### src/rtl/prbs_defines.svh
// Width macros shared by the PRBS link tester packages.
// Included by every package that needs a word or count width.
`ifndef PRBS_DEFINES_SVH
`define PRBS_DEFINES_SVH

// PRBS word width, valid from 3 to 32.
`define PRBS_WIDTH 16

// Test length and error count width.
`define COUNT_WIDTH 16

`endif

### src/rtl/prbs_pkg.sv
// Word type and feedback rule of the Fibonacci XNOR pseudo-random sequence.
// Shared by the generator, the checker and the testbench.
`include "prbs_defines.svh"

package prbs_pkg;

    typedef logic [`PRBS_WIDTH-1:0] word_t;

    // One shift step with the XNOR of the tap bits shifted in.
    function automatic word_t next_word(input word_t cur);
        logic [31:0] w;
        logic        fb;
        // Widened copy keeps every tap index in range.
        w = 32'(cur);
        case (`PRBS_WIDTH)
            3:  fb = w[2] ^~ w[1];
            4:  fb = w[3] ^~ w[2];
            5:  fb = w[4] ^~ w[2];
            6:  fb = w[5] ^~ w[4];
            7:  fb = w[6] ^~ w[5];
            8:  fb = w[7] ^~ w[5] ^~ w[4] ^~ w[3];
            9:  fb = w[8] ^~ w[4];
            10: fb = w[9] ^~ w[6];
            11: fb = w[10] ^~ w[8];
            12: fb = w[11] ^~ w[5] ^~ w[3] ^~ w[0];
            13: fb = w[12] ^~ w[3] ^~ w[2] ^~ w[0];
            14: fb = w[13] ^~ w[4] ^~ w[2] ^~ w[0];
            15: fb = w[14] ^~ w[13];
            16: fb = w[15] ^~ w[14] ^~ w[12] ^~ w[3];
            17: fb = w[16] ^~ w[13];
            18: fb = w[17] ^~ w[10];
            19: fb = w[18] ^~ w[5] ^~ w[1] ^~ w[0];
            20: fb = w[19] ^~ w[16];
            21: fb = w[20] ^~ w[18];
            22: fb = w[21] ^~ w[20];
            23: fb = w[22] ^~ w[17];
            24: fb = w[23] ^~ w[22] ^~ w[21] ^~ w[16];
            25: fb = w[24] ^~ w[21];
            26: fb = w[25] ^~ w[5] ^~ w[1] ^~ w[0];
            27: fb = w[26] ^~ w[4] ^~ w[1] ^~ w[0];
            28: fb = w[27] ^~ w[24];
            29: fb = w[28] ^~ w[26];
            30: fb = w[29] ^~ w[5] ^~ w[3] ^~ w[0];
            31: fb = w[30] ^~ w[27];
            default: fb = w[31] ^~ w[21] ^~ w[1] ^~ w[0];
        endcase
        return {cur[`PRBS_WIDTH-2:0], fb};
    endfunction

endpackage

### src/rtl/test_ctrl_pkg.sv
// Controller state encoding and the count type for test control.
`include "prbs_defines.svh"

package test_ctrl_pkg;

    // Lengths, remaining counts and error counts.
    typedef logic [`COUNT_WIDTH-1:0] count_t;

    // Controller states.
    typedef enum logic [1:0] {
        IDLE = 2'd0,
        RUN  = 2'd1,
        DONE = 2'd2
    } state_t;

endpackage

### src/rtl/prbs_gen.sv
// XNOR shift-register PRBS source, one step per transmitted word.
`timescale 1ns/1ps

module prbs_gen (
    input  logic            clk_i,
    input  logic            rst_n_i,
    input  logic            step_i,
    output prbs_pkg::word_t data_o
);

    prbs_pkg::word_t state;

    // All zeros is a legal start for the XNOR form.
    always_ff @(posedge clk_i or negedge rst_n_i) begin
        if (!rst_n_i) begin
            state <= '0;
        end else if (step_i) begin
            state <= prbs_pkg::next_word(state);
        end
    end

    assign data_o = state;

endmodule

### src/rtl/prbs_check.sv
// Self-synchronizing PRBS checker with a saturating mismatch count.
// Each word is predicted from the word received before it.
`timescale 1ns/1ps

module prbs_check (
    input  logic                 clk_i,
    input  logic                 rst_n_i,
    input  logic                 clear_i,
    input  logic                 valid_i,
    input  prbs_pkg::word_t      data_i,
    output test_ctrl_pkg::count_t err_count_o
);

    prbs_pkg::word_t       prev_word;
    logic                  primed;
    test_ctrl_pkg::count_t err_count;
    logic                  mismatch;

    assign mismatch = (data_i != prbs_pkg::next_word(prev_word));

    // ~~~~~~~~~~~~~~~~~~~~~~~~~~~~~~
    // Control and count
    // ~~~~~~~~~~~~~~~~~~~~~~~~~~~~~~
    always_ff @(posedge clk_i or negedge rst_n_i) begin
        if (!rst_n_i) begin
            primed    <= 1'b0;
            err_count <= '0;
        end else if (clear_i) begin
            primed    <= 1'b0;
            err_count <= '0;
        end else if (valid_i) begin
            // First word after a clear only seeds.
            primed <= 1'b1;
            if (primed && mismatch && (err_count != '1)) begin
                err_count <= err_count + 1'b1;
            end
        end
    end

    // Last received word, the base for the next prediction.
    always_ff @(posedge clk_i) begin
        if (valid_i) begin
            prev_word <= data_i;
        end
    end

    assign err_count_o = err_count;

endmodule

### src/rtl/test_timer.sv
// Transmit and receive word counters, loaded with the test length.
`timescale 1ns/1ps

module test_timer (
    input  logic                  clk_i,
    input  logic                  rst_n_i,
    input  logic                  load_i,
    input  test_ctrl_pkg::count_t len_i,
    input  logic                  busy_i,
    input  logic                  rx_step_i,
    output logic                  tx_step_o,
    output logic                  tx_done_o,
    output logic                  rx_done_o
);

    test_ctrl_pkg::count_t tx_left;
    test_ctrl_pkg::count_t rx_left;

    assign tx_done_o = (tx_left == '0);
    assign rx_done_o = (rx_left == '0);

    // One word per cycle until the length is used up.
    assign tx_step_o = busy_i && !tx_done_o;

    always_ff @(posedge clk_i or negedge rst_n_i) begin
        if (!rst_n_i) begin
            tx_left <= '0;
        end else if (load_i) begin
            tx_left <= len_i;
        end else if (tx_step_o) begin
            tx_left <= tx_left - 1'b1;
        end
    end

    // Words outside a test are not counted.
    always_ff @(posedge clk_i or negedge rst_n_i) begin
        if (!rst_n_i) begin
            rx_left <= '0;
        end else if (load_i) begin
            rx_left <= len_i;
        end else if (busy_i && rx_step_i && !rx_done_o) begin
            rx_left <= rx_left - 1'b1;
        end
    end

endmodule

### src/rtl/test_ctrl.sv
// Test sequencing FSM with the four-phase req/ack host handshake.
// Start is raised in IDLE while req is high and acted on at the next edge.
`timescale 1ns/1ps

module test_ctrl (
    input  logic clk_i,
    input  logic rst_n_i,
    input  logic req_i,
    input  logic rx_done_i,
    output logic start_o,
    output logic busy_o,
    output logic ack_o
);

    test_ctrl_pkg::state_t state;
    test_ctrl_pkg::state_t state_next;

    always_ff @(posedge clk_i or negedge rst_n_i) begin
        if (!rst_n_i) begin
            state <= test_ctrl_pkg::IDLE;
        end else begin
            state <= state_next;
        end
    end

    // ~~~~~~~~~~~~~~~~~~~~~~~~~~~~~~
    // Next state
    // ~~~~~~~~~~~~~~~~~~~~~~~~~~~~~~
    always_comb begin
        state_next = state;
        case (state)
            test_ctrl_pkg::IDLE: begin
                if (req_i) begin
                    state_next = test_ctrl_pkg::RUN;
                end
            end
            test_ctrl_pkg::RUN: begin
                // All words back.
                if (rx_done_i) begin
                    state_next = test_ctrl_pkg::DONE;
                end
            end
            test_ctrl_pkg::DONE: begin
                if (!req_i) begin
                    state_next = test_ctrl_pkg::IDLE;
                end
            end
            default: begin
                state_next = test_ctrl_pkg::IDLE;
            end
        endcase
    end

    // Single cycle, since IDLE is left at the same edge.
    assign start_o = (state == test_ctrl_pkg::IDLE) && req_i;
    assign busy_o  = (state == test_ctrl_pkg::RUN);
    assign ack_o   = (state == test_ctrl_pkg::DONE);

endmodule

### src/rtl/prbs_link_top.sv
// PRBS link tester top level, connecting controller, timer, generator and checker.
// Host starts a test over req/ack; words loop through an external link.
`timescale 1ns/1ps

module prbs_link_top (
    input  logic                  clk_i,
    input  logic                  rst_n_i,

    // Host handshake.
    input  logic                  req_i,
    input  test_ctrl_pkg::count_t len_i,
    output logic                  ack_o,
    output test_ctrl_pkg::count_t err_count_o,

    // Link.
    output logic                  tx_valid_o,
    output prbs_pkg::word_t       tx_data_o,
    input  logic                  rx_valid_i,
    input  prbs_pkg::word_t       rx_data_i
);

    logic start;
    logic busy;
    logic tx_done;
    logic rx_done;

    // ~~~~~~~~~~~~~~~~~~~~~~~~~~~~~~
    // Control
    // ~~~~~~~~~~~~~~~~~~~~~~~~~~~~~~
    test_ctrl test_ctrl_i (
        .clk_i     (clk_i),
        .rst_n_i   (rst_n_i),
        .req_i     (req_i),
        .rx_done_i (rx_done & tx_done),
        .start_o   (start),
        .busy_o    (busy),
        .ack_o     (ack_o)
    );

    test_timer test_timer_i (
        .clk_i     (clk_i),
        .rst_n_i   (rst_n_i),
        .load_i    (start),
        .len_i     (len_i),
        .busy_i    (busy),
        .rx_step_i (rx_valid_i),
        .tx_step_o (tx_valid_o),
        .tx_done_o (tx_done),
        .rx_done_o (rx_done)
    );

    // ~~~~~~~~~~~~~~~~~~~~~~~~~~~~~~
    // Data path
    // ~~~~~~~~~~~~~~~~~~~~~~~~~~~~~~
    prbs_gen prbs_gen_i (
        .clk_i   (clk_i),
        .rst_n_i (rst_n_i),
        .step_i  (tx_valid_o),
        .data_o  (tx_data_o)
    );

    // Received words count only during a test.
    prbs_check prbs_check_i (
        .clk_i       (clk_i),
        .rst_n_i     (rst_n_i),
        .clear_i     (start),
        .valid_i     (rx_valid_i & busy),
        .data_i      (rx_data_i),
        .err_count_o (err_count_o)
    );

endmodule

### config.mk
export PLATFORM = sky130hd
export DESIGN_NAME = prbs_link_top
export DESIGN_NICKNAME = d
export VERILOG_FILES = /design/src/rtl/prbs_pkg.sv /design/src/rtl/test_ctrl_pkg.sv /design/src/rtl/prbs_gen.sv /design/src/rtl/prbs_check.sv /design/src/rtl/test_timer.sv /design/src/rtl/test_ctrl.sv /design/src/rtl/prbs_link_top.sv
export VERILOG_INCLUDE_DIRS = /design/src /design/src/rtl
export SDC_FILE = /design/constraint.sdc
export NUM_CORES = 1
export LEC_CHECK = 0
export BUFFER_PORTS_ARGS = -buffer_cell sky130_fd_sc_hd__buf_2
export CAP_MARGIN = 20
export CORE_MARGIN = 5
export CORE_UTILIZATION = 55
export DETAILED_ROUTE_END_ITERATION = 10
export GPL_TIMING_DRIVEN = 0
export PLACE_DENSITY = 0.78
export SLEW_MARGIN = 20
export SYNTH_ARGS = -nofsm -noshare
export SYNTH_HDL_FRONTEND = slang
export SYNTH_SLANG_ARGS = --single-unit
### constraint.sdc
create_clock -name clk_i -period 6.1 [get_ports clk_i]
set_clock_uncertainty 0.15 [all_clocks]
set_input_delay 1.22 -clock clk_i [delete_from_list [all_inputs] [get_ports clk_i]]
set_output_delay 1.22 -clock clk_i [all_outputs]
set_load 0.03 [all_outputs]
Word level (Yosys, flattened, before mapping):

Cells that the tools add are included.

* bitwise logic cells: 8
* muxes and demuxes: 13
* equality and inequality tests: 7
* reduce and logical (&&, ||, !) cells: 17
* $add $sub $neg: 3

Operator list (number)
* two-way mux 16 bit: 7
* logical NOT 16 bit: 2
* subtractor 16 x 1 -> 16 bit, second input constant: 2
* adder 16 x 1 -> 16 bit, second input constant: 1
* inequality test 16 bit: 1
* inequality test 16 bit, second input constant: 1
* nonzero test 2 bit: 4
* logical AND 1 bit: 6
* two-way mux 2 bit: 3
* one-hot mux 2 bit (3 select lines): 1
* XNOR 1 bit: 6
* inequality test 2 bit, second input constant: 2
* AND reduction 3 bit: 1
* AND 1 bit: 2
* == test 2 x 1 -> 1 bit, second input constant: 1
* == test 2 bit, second input constant: 1
* logical NOT 1 bit: 2
* logical NOT 2 bit: 1
* two-way mux 1 bit: 2
* inequality test 2 x 1 -> 1 bit, second input constant: 1
* AND reduction 2 bit: 1

* register bits: 83
* input port bits: 36

Logic depth before layout (Yosys ltp):

Gate-level depths: netlist of run 1.

* depth after elaboration: 9
* mapped depth: 9

Hierarchy:

A second synthesis of run 1 with hierarchy kept.

* cells, all modules: 449
* area, all modules: 4719.5 sq um

By module, submodules not included
* test_timer: cells an instance 250, times used 1, area an instance 2282.2 sq um
* prbs_check: cells an instance 151, times used 1, area an instance 1699.1 sq um
* prbs_gen: cells an instance 37, times used 1, area an instance 629.4 sq um
* test_ctrl: cells an instance 9, times used 1, area an instance 96.3 sq um
* prbs_link_top: cells an instance 2, times used 1, area an instance 12.5 sq um

Least setup slack after synthesis of run 1:

No wires, ideal clock.

* path type: register to output
* start: register test_timer_i.tx_left[8]
* end: output port tx_valid_o
* stages on the path, launching flop included: 8
* data required time: 4.730 ns
* setup slack: 2.649 ns
* arrival time: 2.081 ns
* path through: dfrtp_1 or3_4 or4_1 buf_2 o21ai_4 inv_2 buf_6 clkbuf_1

* cells in the longest elaborated chain, start to end: 3

RTL lines
* from (decl): line test_timer.sv:16 `test_ctrl_pkg::count_t tx_left;`
* from (signal assigned): line test_timer.sv:29 `tx_left <= len_i;`
* from (signal assigned): line test_timer.sv:31 `tx_left <= tx_left - 1'b1;`
* logical NOT 16 bit: line test_timer.sv:19 `assign tx_done_o = (tx_left == '0);`
* logical NOT 1 bit: line test_timer.sv:23 `assign tx_step_o = busy_i && !tx_done_o;`
* logical AND 1 bit: line test_timer.sv:23
* to (decl): line prbs_link_top.sv:16 `output logic tx_valid_o,`

No other way between the ends.

Worst setup path in the final report of run 1:

* start: register test_timer_i.tx_left[7]
* end: output port tx_valid_o

The elaborated chain is that of the path after synthesis.

==> results of run 1 <==
[power by group]
part	total (mW)	internal (mW)	switching [mW]
logic	0.308	0.136	0.172
clock network	0.383	0.192	0.191
registers	0.749	0.659	0.0901
total	1.44	0.988	0.453
[placed cells by master, fill, tap and decap left out, drive strengths merged, types with 14 or more instances in the layout]
| cell | count |
|---|---|
| nor3 | 16 |
| or4 | 14 |
| buf | 72 |
| a21oi | 30 |
| xnor2 | 29 |
| nor2 | 27 |
| dfrtp | 67 |
| clkbuf | 28 |
| nand2 | 78 |
| o21ai | 15 |
| edfxtp | 16 |
[final timing paths]
path                                          endpoint                     from  cells past startpoint
max reg2reg                   test_timer_i.rx_left[12]     test_ctrl_i.state[1]                      8
min in group asynchronous     test_timer_i.tx_left[12]                  rst_n_i                      1
min reg2reg                      prbs_gen_i.data_o[11]    prbs_gen_i.data_o[10]                      2
max                                         tx_valid_o  test_timer_i.tx_left[7]                      8
min                              prbs_gen_i.data_o[11]    prbs_gen_i.data_o[10]                      2
max in group asynchronous  prbs_check_i.err_count_o[0]                  rst_n_i                      2
[registers in the layout (all words and copies together), names as in the netlist]
| signal | cells |
|---|---|
| prbs_check_i.primed | 1 |
| test_ctrl_i.state | 2 |
| test_timer_i.tx_left | 16 |
| prbs_check_i.err_count_o | 16 |
| test_timer_i.rx_left | 16 |
| prbs_check_i.prev_word | 16 |
| prbs_gen_i.data_o | 16 |
[final cells by class]
class | count | area (µm²)
Fill cell | 582 | 2450
Sequential cell | 83 | 2160
Multi-Input combinational cell | 312 | 1850
Timing Repair Buffer | 70 | 368
Clock buffer | 12 | 176
Tap cell | 99 | 124
Buffer | 18 | 76.3
Inverter | 9 | 33.8
Clock inverter | 3 | 18.8
[through the flow]
| stage | setup slack [ns] | cell area [µm²] | hold slack (ns) | std cells |
|---|---|---|---|---|
| floorplan | 2.65 | 4120 | 0.321 | 422 |
| global placement | 2.32 | 4590 | 0.321 | 590 |
| detailed placement | 2.22 | 4610 | 0.334 | 591 |
| CTS | 1.94 | 4800 | 0.353 | 606 |
| global route | 1.77 | 4800 | 0.392 | 606 |
| finish | 1.94 | 4800 | 0.347 | 606 |
[cells by family (layout without fill, tap and decap cells)]
| logic type | count (synthesis) | in the layout | synth area share [%] |
|---|---|---|---|
| flops | 83 | 83 | 52.4 |
| compound gates | 75 | 75 | 11.5 |
| fa+ha+maj | 5 | 5 | 1.52 |
| mux | 3 | 3 | 0.729 |
| buf+inv | 27 | 112 | 2.67 |
| simple gates | 190 | 190 | 22.9 |
| xor+xnor | 39 | 39 | 8.30 |
[layer usage]
layer	GRT usage (%)	part of all wire, %	vias up
li1	-	-	1663
met1	28.7	43	1662
met2	34.9	48	121
met3	5.65	6.6	19
met4	9.81	1.8	0
met5	0	0	-
[tightest hold or removal path, cell delays in order, from the launching register on]
cell and delay, ns:
dfrtp_1 0.36, nand2_1 0.06, nand2_1 0.05
==> results.sh, run 1 <==
export IMPL_routed_wl_um=9630
export IMPL_cp_end_kind="output port"
export IMPL_overflow=0
export IMPL_critical_path_top_delay_family="simple AND/OR/NAND/NOR gates"
export IMPL_viasPerCell=5.72
export IMPL_syn_inst=422
export IMPL_cts_max_path_buffers=2
export IMPL_gp_congestion=0.860
export IMPL_cts_resized=0
export IMPL_setup_viol=0
export IMPL_synth_top_area_cell="dfrtp_1"
export IMPL_numPortBuffers=69
export IMPL_grt_pass1_vias=3396
export IMPL_yosysMostFrequentCell="nand2_1"
export IMPL_crit_path_start_kind="flip-flop"
export IMPL_synth_top_area_share_pct=40.7
export IMPL_cp_buffers_inverters=5
export IMPL_drv_slew=0
export IMPL_ys_ff_latch=83
export IMPL_ant_nets=0
export IMPL_num_vias=3465
export IMPL_ir_worst_vdd_mv=0.117
export IMPL_die_w_um=96.5
export IMPL_drc_errors=0
export IMPL_area_growth_pct=16.7
export IMPL_status="completed"
export IMPL_cpMostUsedCell="buf_2"
export IMPL_worst_slew_pin_slew_ns=0.808
export IMPL_p_leak_nw=2.02
export IMPL_hold_viol_final=0
export IMPL_hp_class="flip-flop to flip-flop"
export IMPL_pin_count=70
export IMPL_clkSinkCount=83
export IMPL_crit_arrival_ns=2.79
export IMPL_maxCapViolCount=0
export IMPL_fin_util_pct=66.2
export IMPL_slowest_stage="or4_1"
export IMPL_total_power_mw=1.44
export IMPL_dieArea_um2=9320
export IMPL_synth_area_leaders="dfrtp_1 41%, edfxtp_1 12%, nand2_1 7.1%"
export IMPL_clkSlewWorstSetupHoldPaths_ns=0.08
export IMPL_ctsRootBufferMaster="clkbuf_8"
export IMPL_cts_buffers=9
export IMPL_synth_edf_count=16
export IMPL_crit_chain="or3_4 > or4_1 > buf_2 > o21ai_4 > inv_2 > buf_6 > clkbuf_1 > buf_2"
export IMPL_num_nets_final=544
export IMPL_antenna_found_initial=0
export IMPL_max_freq_mhz=240
export IMPL_synth_nets=463
export IMPL_cpPeakStageDelay_ns=0.47
export IMPL_grt_max_degree=37
export IMPL_path_max_fanout=10
export IMPL_cts_max_level=3
export IMPL_finalCriticalPeriod_ns=4.16
export IMPL_fin_setup_tns_ns=0
export IMPL_avgSynthCellArea_um2=9.76
export IMPL_ys_flop_type="dfrtp_1"
export IMPL_antenna_cells=0
export IMPL_reg2reg_slack_ns=2.83
export IMPL_syn_area_um2=4120
export IMPL_critical_path_class="flip-flop to output port"
export IMPL_powerDensity_nw_per_um2=300
export IMPL_initial_core_util_pct=56.8
export IMPL_max_slew_margin_pct=45.7
export IMPL_rows=31
export IMPL_timing_final_crit_share_pct=68.3
export IMPL_track_usage_pct=22.1
export IMPL_core_um2=7250
export IMPL_ys_seq_area_share_pct=52.4
export IMPL_rsz0062_at_grt="no"
export IMPL_clkLatencyLatePin_ns=0.36
export IMPL_cts_tree="built"
export IMPL_async_flop_share_pct=80.7
export IMPL_die_height_um=96.5
export IMPL_post_cts_buffers=0
export IMPL_cp_required_ns=4.73
export IMPL_drive_above_1_share_pct=19.3
export IMPL_drt_iter0_drc=145
export IMPL_dp_final_hpwl_um=7060
export IMPL_wire_per_inst_um=15.9
export IMPL_synth_distinct_cells=43
export IMPL_hold_buffers=0
export IMPL_synth_common_cells="78 x nand2_1, 67 x dfrtp_1, 30 x a21oi_1"
export IMPL_first_pass_iters=5
export IMPL_grt_pass1_wl_um=15700
export IMPL_synth_warnings=0
Power figures use the tool's default switching activity.
==> inputs of run 2 (changes only) <==
--- a/config.mk
+++ b/config.mk
@@ -9,10 +9,10 @@
 export BUFFER_PORTS_ARGS = -buffer_cell sky130_fd_sc_hd__buf_2
 export CAP_MARGIN = 20
 export CORE_MARGIN = 5
-export CORE_UTILIZATION = 55
+export CORE_UTILIZATION = 51
 export DETAILED_ROUTE_END_ITERATION = 10
 export GPL_TIMING_DRIVEN = 0
-export PLACE_DENSITY = 0.78
+export PLACE_DENSITY = 0.76
 export SLEW_MARGIN = 20
 export SYNTH_ARGS = -nofsm -noshare
 export SYNTH_HDL_FRONTEND = slang
==> constraint.sdc (replaced) <==
create_clock -name clk_i -period 3.6 [get_ports clk_i]
set_clock_uncertainty 0.15 [all_clocks]
set_input_delay 0.72 -clock clk_i [delete_from_list [all_inputs] [get_ports clk_i]]
set_output_delay 0.72 -clock clk_i [all_outputs]
set_load 0.03 [all_outputs]
==> run 2 against run 1 <==
Sequential power grew 70%. Clock power grew 94%. Critical path type unchanged. Worst hold slack lost 0.21 ns. Worst setup slack lost 1.6 ns. Register-to-register slack lost 2.5 ns. Global-route usage shrank 1.6 points. Die area grew 7.0%. First-iteration DRC count grew 29%. Flip-flop and latch count is the same. Final area grew 0.63%.
==> results.sh, run 2 (synthesis results as in run 1) <==
export IMPL_status="completed"
export IMPL_cts_tree="built"
export IMPL_clkSinkCount=83
export IMPL_combPwrFrac_pct=20.7
export IMPL_crit_arrival_ns=2.41
export IMPL_r2r_end="test_timer_i.rx_left[12]"
export IMPL_final_area_um2=4830
export IMPL_reg2reg_depth=8
export IMPL_path_max_fanout=19
export IMPL_cpMostUsedCell="buf_2"
export IMPL_slowest_stage="or4_1"
export IMPL_reg2reg_slack_ns=0.32
export IMPL_dpl_cell_count=594
export IMPL_rows=32
export IMPL_dieArea_um2=9970
export IMPL_cts_resized=0
export IMPL_numPortBuffers=69
export IMPL_rsz0062_at_grt="no"
export IMPL_hold_buffers=0
export IMPL_crit_chain="or3_4 > or4_1 > buf_2 > o21ai_4 > inv_2 > buf_6 > buf_2"
export IMPL_hold_viol_final=0
export IMPL_dpl_cell_area_um2=4610
export IMPL_cp_end_kind="output port"
export IMPL_pin_count=70
export IMPL_max_slew_margin_pct=43.9
export IMPL_dp_slack_ns=0.217
export IMPL_die_height_um=99.9
export IMPL_antenna_cells=0
export IMPL_hp_class="primary input to async pin"
export IMPL_cts_max_level=3
export IMPL_clkSlewWorstSetupHoldPaths_ns=0.08
export IMPL_drc_errors=0
export IMPL_grt_max_degree=38
export IMPL_n_fill_cell=684
export IMPL_clkLatencyLatePin_ns=0.36
export IMPL_initial_core_util_pct=52.7
export IMPL_drive_above_1_share_pct=19.5
export IMPL_core_um2=7810
export IMPL_worst_slew_pin_slew_ns=0.835
export IMPL_fin_util_pct=61.9
export IMPL_stdcell_count=610
export IMPL_critical_path_endpoint="tx_valid_o"
export IMPL_ir_worst_vdd_mv=0.207
export IMPL_fin_setup_tns_ns=0
export IMPL_ant_nets=0
export IMPL_antenna_found_initial=0
export IMPL_cp_required_ns=2.73
export IMPL_drt_iter0_drc=187
export IMPL_grt_pass1_wl_um=16300
export IMPL_p_leak_nw=2.04
export IMPL_cts_buffers=9
export IMPL_final_setup_worst_slack_ns=0.320
export IMPL_p_int_mw=1.76
export IMPL_gp_congestion=0.783
export IMPL_switchingPower_mw=0.778
export IMPL_seqPwrFrac_pct=50.0
export IMPL_maxCapViolCount=0
export IMPL_total_power_mw=2.53
export IMPL_overflow=0
export IMPL_crit_path_start_kind="flip-flop"
export IMPL_finalCriticalPeriod_ns=3.28
export IMPL_die_w_um=99.9
export IMPL_cpPeakStageDelay_ns=0.47
export IMPL_track_usage_pct=20.4
export IMPL_num_nets_final=544
export IMPL_startpoint="test_timer_i.tx_left[7]"
export IMPL_layout_commonest_cell="nand2_1"
export IMPL_clkPwrFrac_pct=29.3
export IMPL_cts_max_path_buffers=2
export IMPL_timing_hold_ws_ns=0.135
export IMPL_dp_final_hpwl_um=7080
export IMPL_max_freq_mhz=305
export IMPL_timing_final_crit_share_pct=91.1
export IMPL_routed_wl_um=9680
export IMPL_wire_per_inst_um=15.9
export IMPL_setup_viol=0
export IMPL_viasPerCell=5.66
export IMPL_r2r_start="test_ctrl_i.state[1]"
export IMPL_first_pass_iters=5
export IMPL_final_cell_mix="78 x nand2_1, 69 x buf_2, 67 x dfrtp_1"
export IMPL_grt_pass1_vias=3444
export IMPL_switching_share_pct=30.7
export IMPL_critical_path_class="flip-flop to output port"
export IMPL_area_growth_pct=17.4
export IMPL_drv_slew=0
export IMPL_powerDensity_nw_per_um2=524
export IMPL_num_vias=3452
export IMPL_ctsRootBufferMaster="clkbuf_8"
-- run 2: cell count changes in the layout (fill, tap and decap cells not counted), sizes merged --
| cell | change |
|---|---|
| clkinv | +1 |
| bufinv | +2 |
| clkbuf | -2 |
| buf | +1 |
| clkinvlp | -1 |
-- run 2: critical path: cells and delay by family (launching register included) --
kind                   cells  cell delay, ns
and+or+nand+nor            2            0.87
buffers and inverters      4            0.59
DFF                        1            0.42
AOI/OAI and AO/OA          1            0.17
-- run 2: layer usage --
| layer | track usage (%) | part of all wire, % | up-vias |
|---|---|---|---|
| met1 | 27.5 | 44 | 1676 |
| met3 | 3.68 | 5.5 | 12 |
| met5 | 0 | 0 | - |
| met2 | 33.1 | 49 | 106 |
| li1 | - | - | 1658 |
| met4 | 7.56 | 1.2 | 0 |
-- run 2: worst min path at each step --
stage,startpoint,end,slack (ns),depth (start not counted)
finish,rst_n_i,test_timer_i.tx_left[11],0.13,1
detailed placement,prbs_gen_i.data_o[11],prbs_gen_i.data_o[12],0.33,2
global placement,prbs_gen_i.data_o[1],prbs_gen_i.data_o[2],0.32,2
floorplan,rst_n_i,prbs_check_i.err_count_o[0],0.27,0
CTS,rst_n_i,test_timer_i.tx_left[11],0.15,1
global route,rst_n_i,test_timer_i.tx_left[7],0.16,1
-- run 2: power by group through the flow --
stage	clock network (mW)	logic (mW)	registers [mW]
finish	0.743	0.525	1.27
global route	0.800	0.587	1.29
CTS	0.761	0.528	1.26
detailed placement	0	0.525	1.28
global placement	0	0.501	1.27
floorplan	0	0.321	1.31
-- run 2: cell type report --
type	instances	area (µm²)	area share [%]
buffer	17	72.6	1.50
clock buffer	11	141	2.92
clock inverter	5	76.3	1.58
inverter	9	33.8	0.699
multi-input combinational	312	1850	38.3
sequential	83	2160	44.6
tap	102	128	2.64
timing repair buffer	71	375	7.76
-- run 2: timing repair --
item,in CTS,in global routing
pin swaps,1,0
endpoints found under the setup margin,1,1
cloned,0,0
buffers inserted,1,0
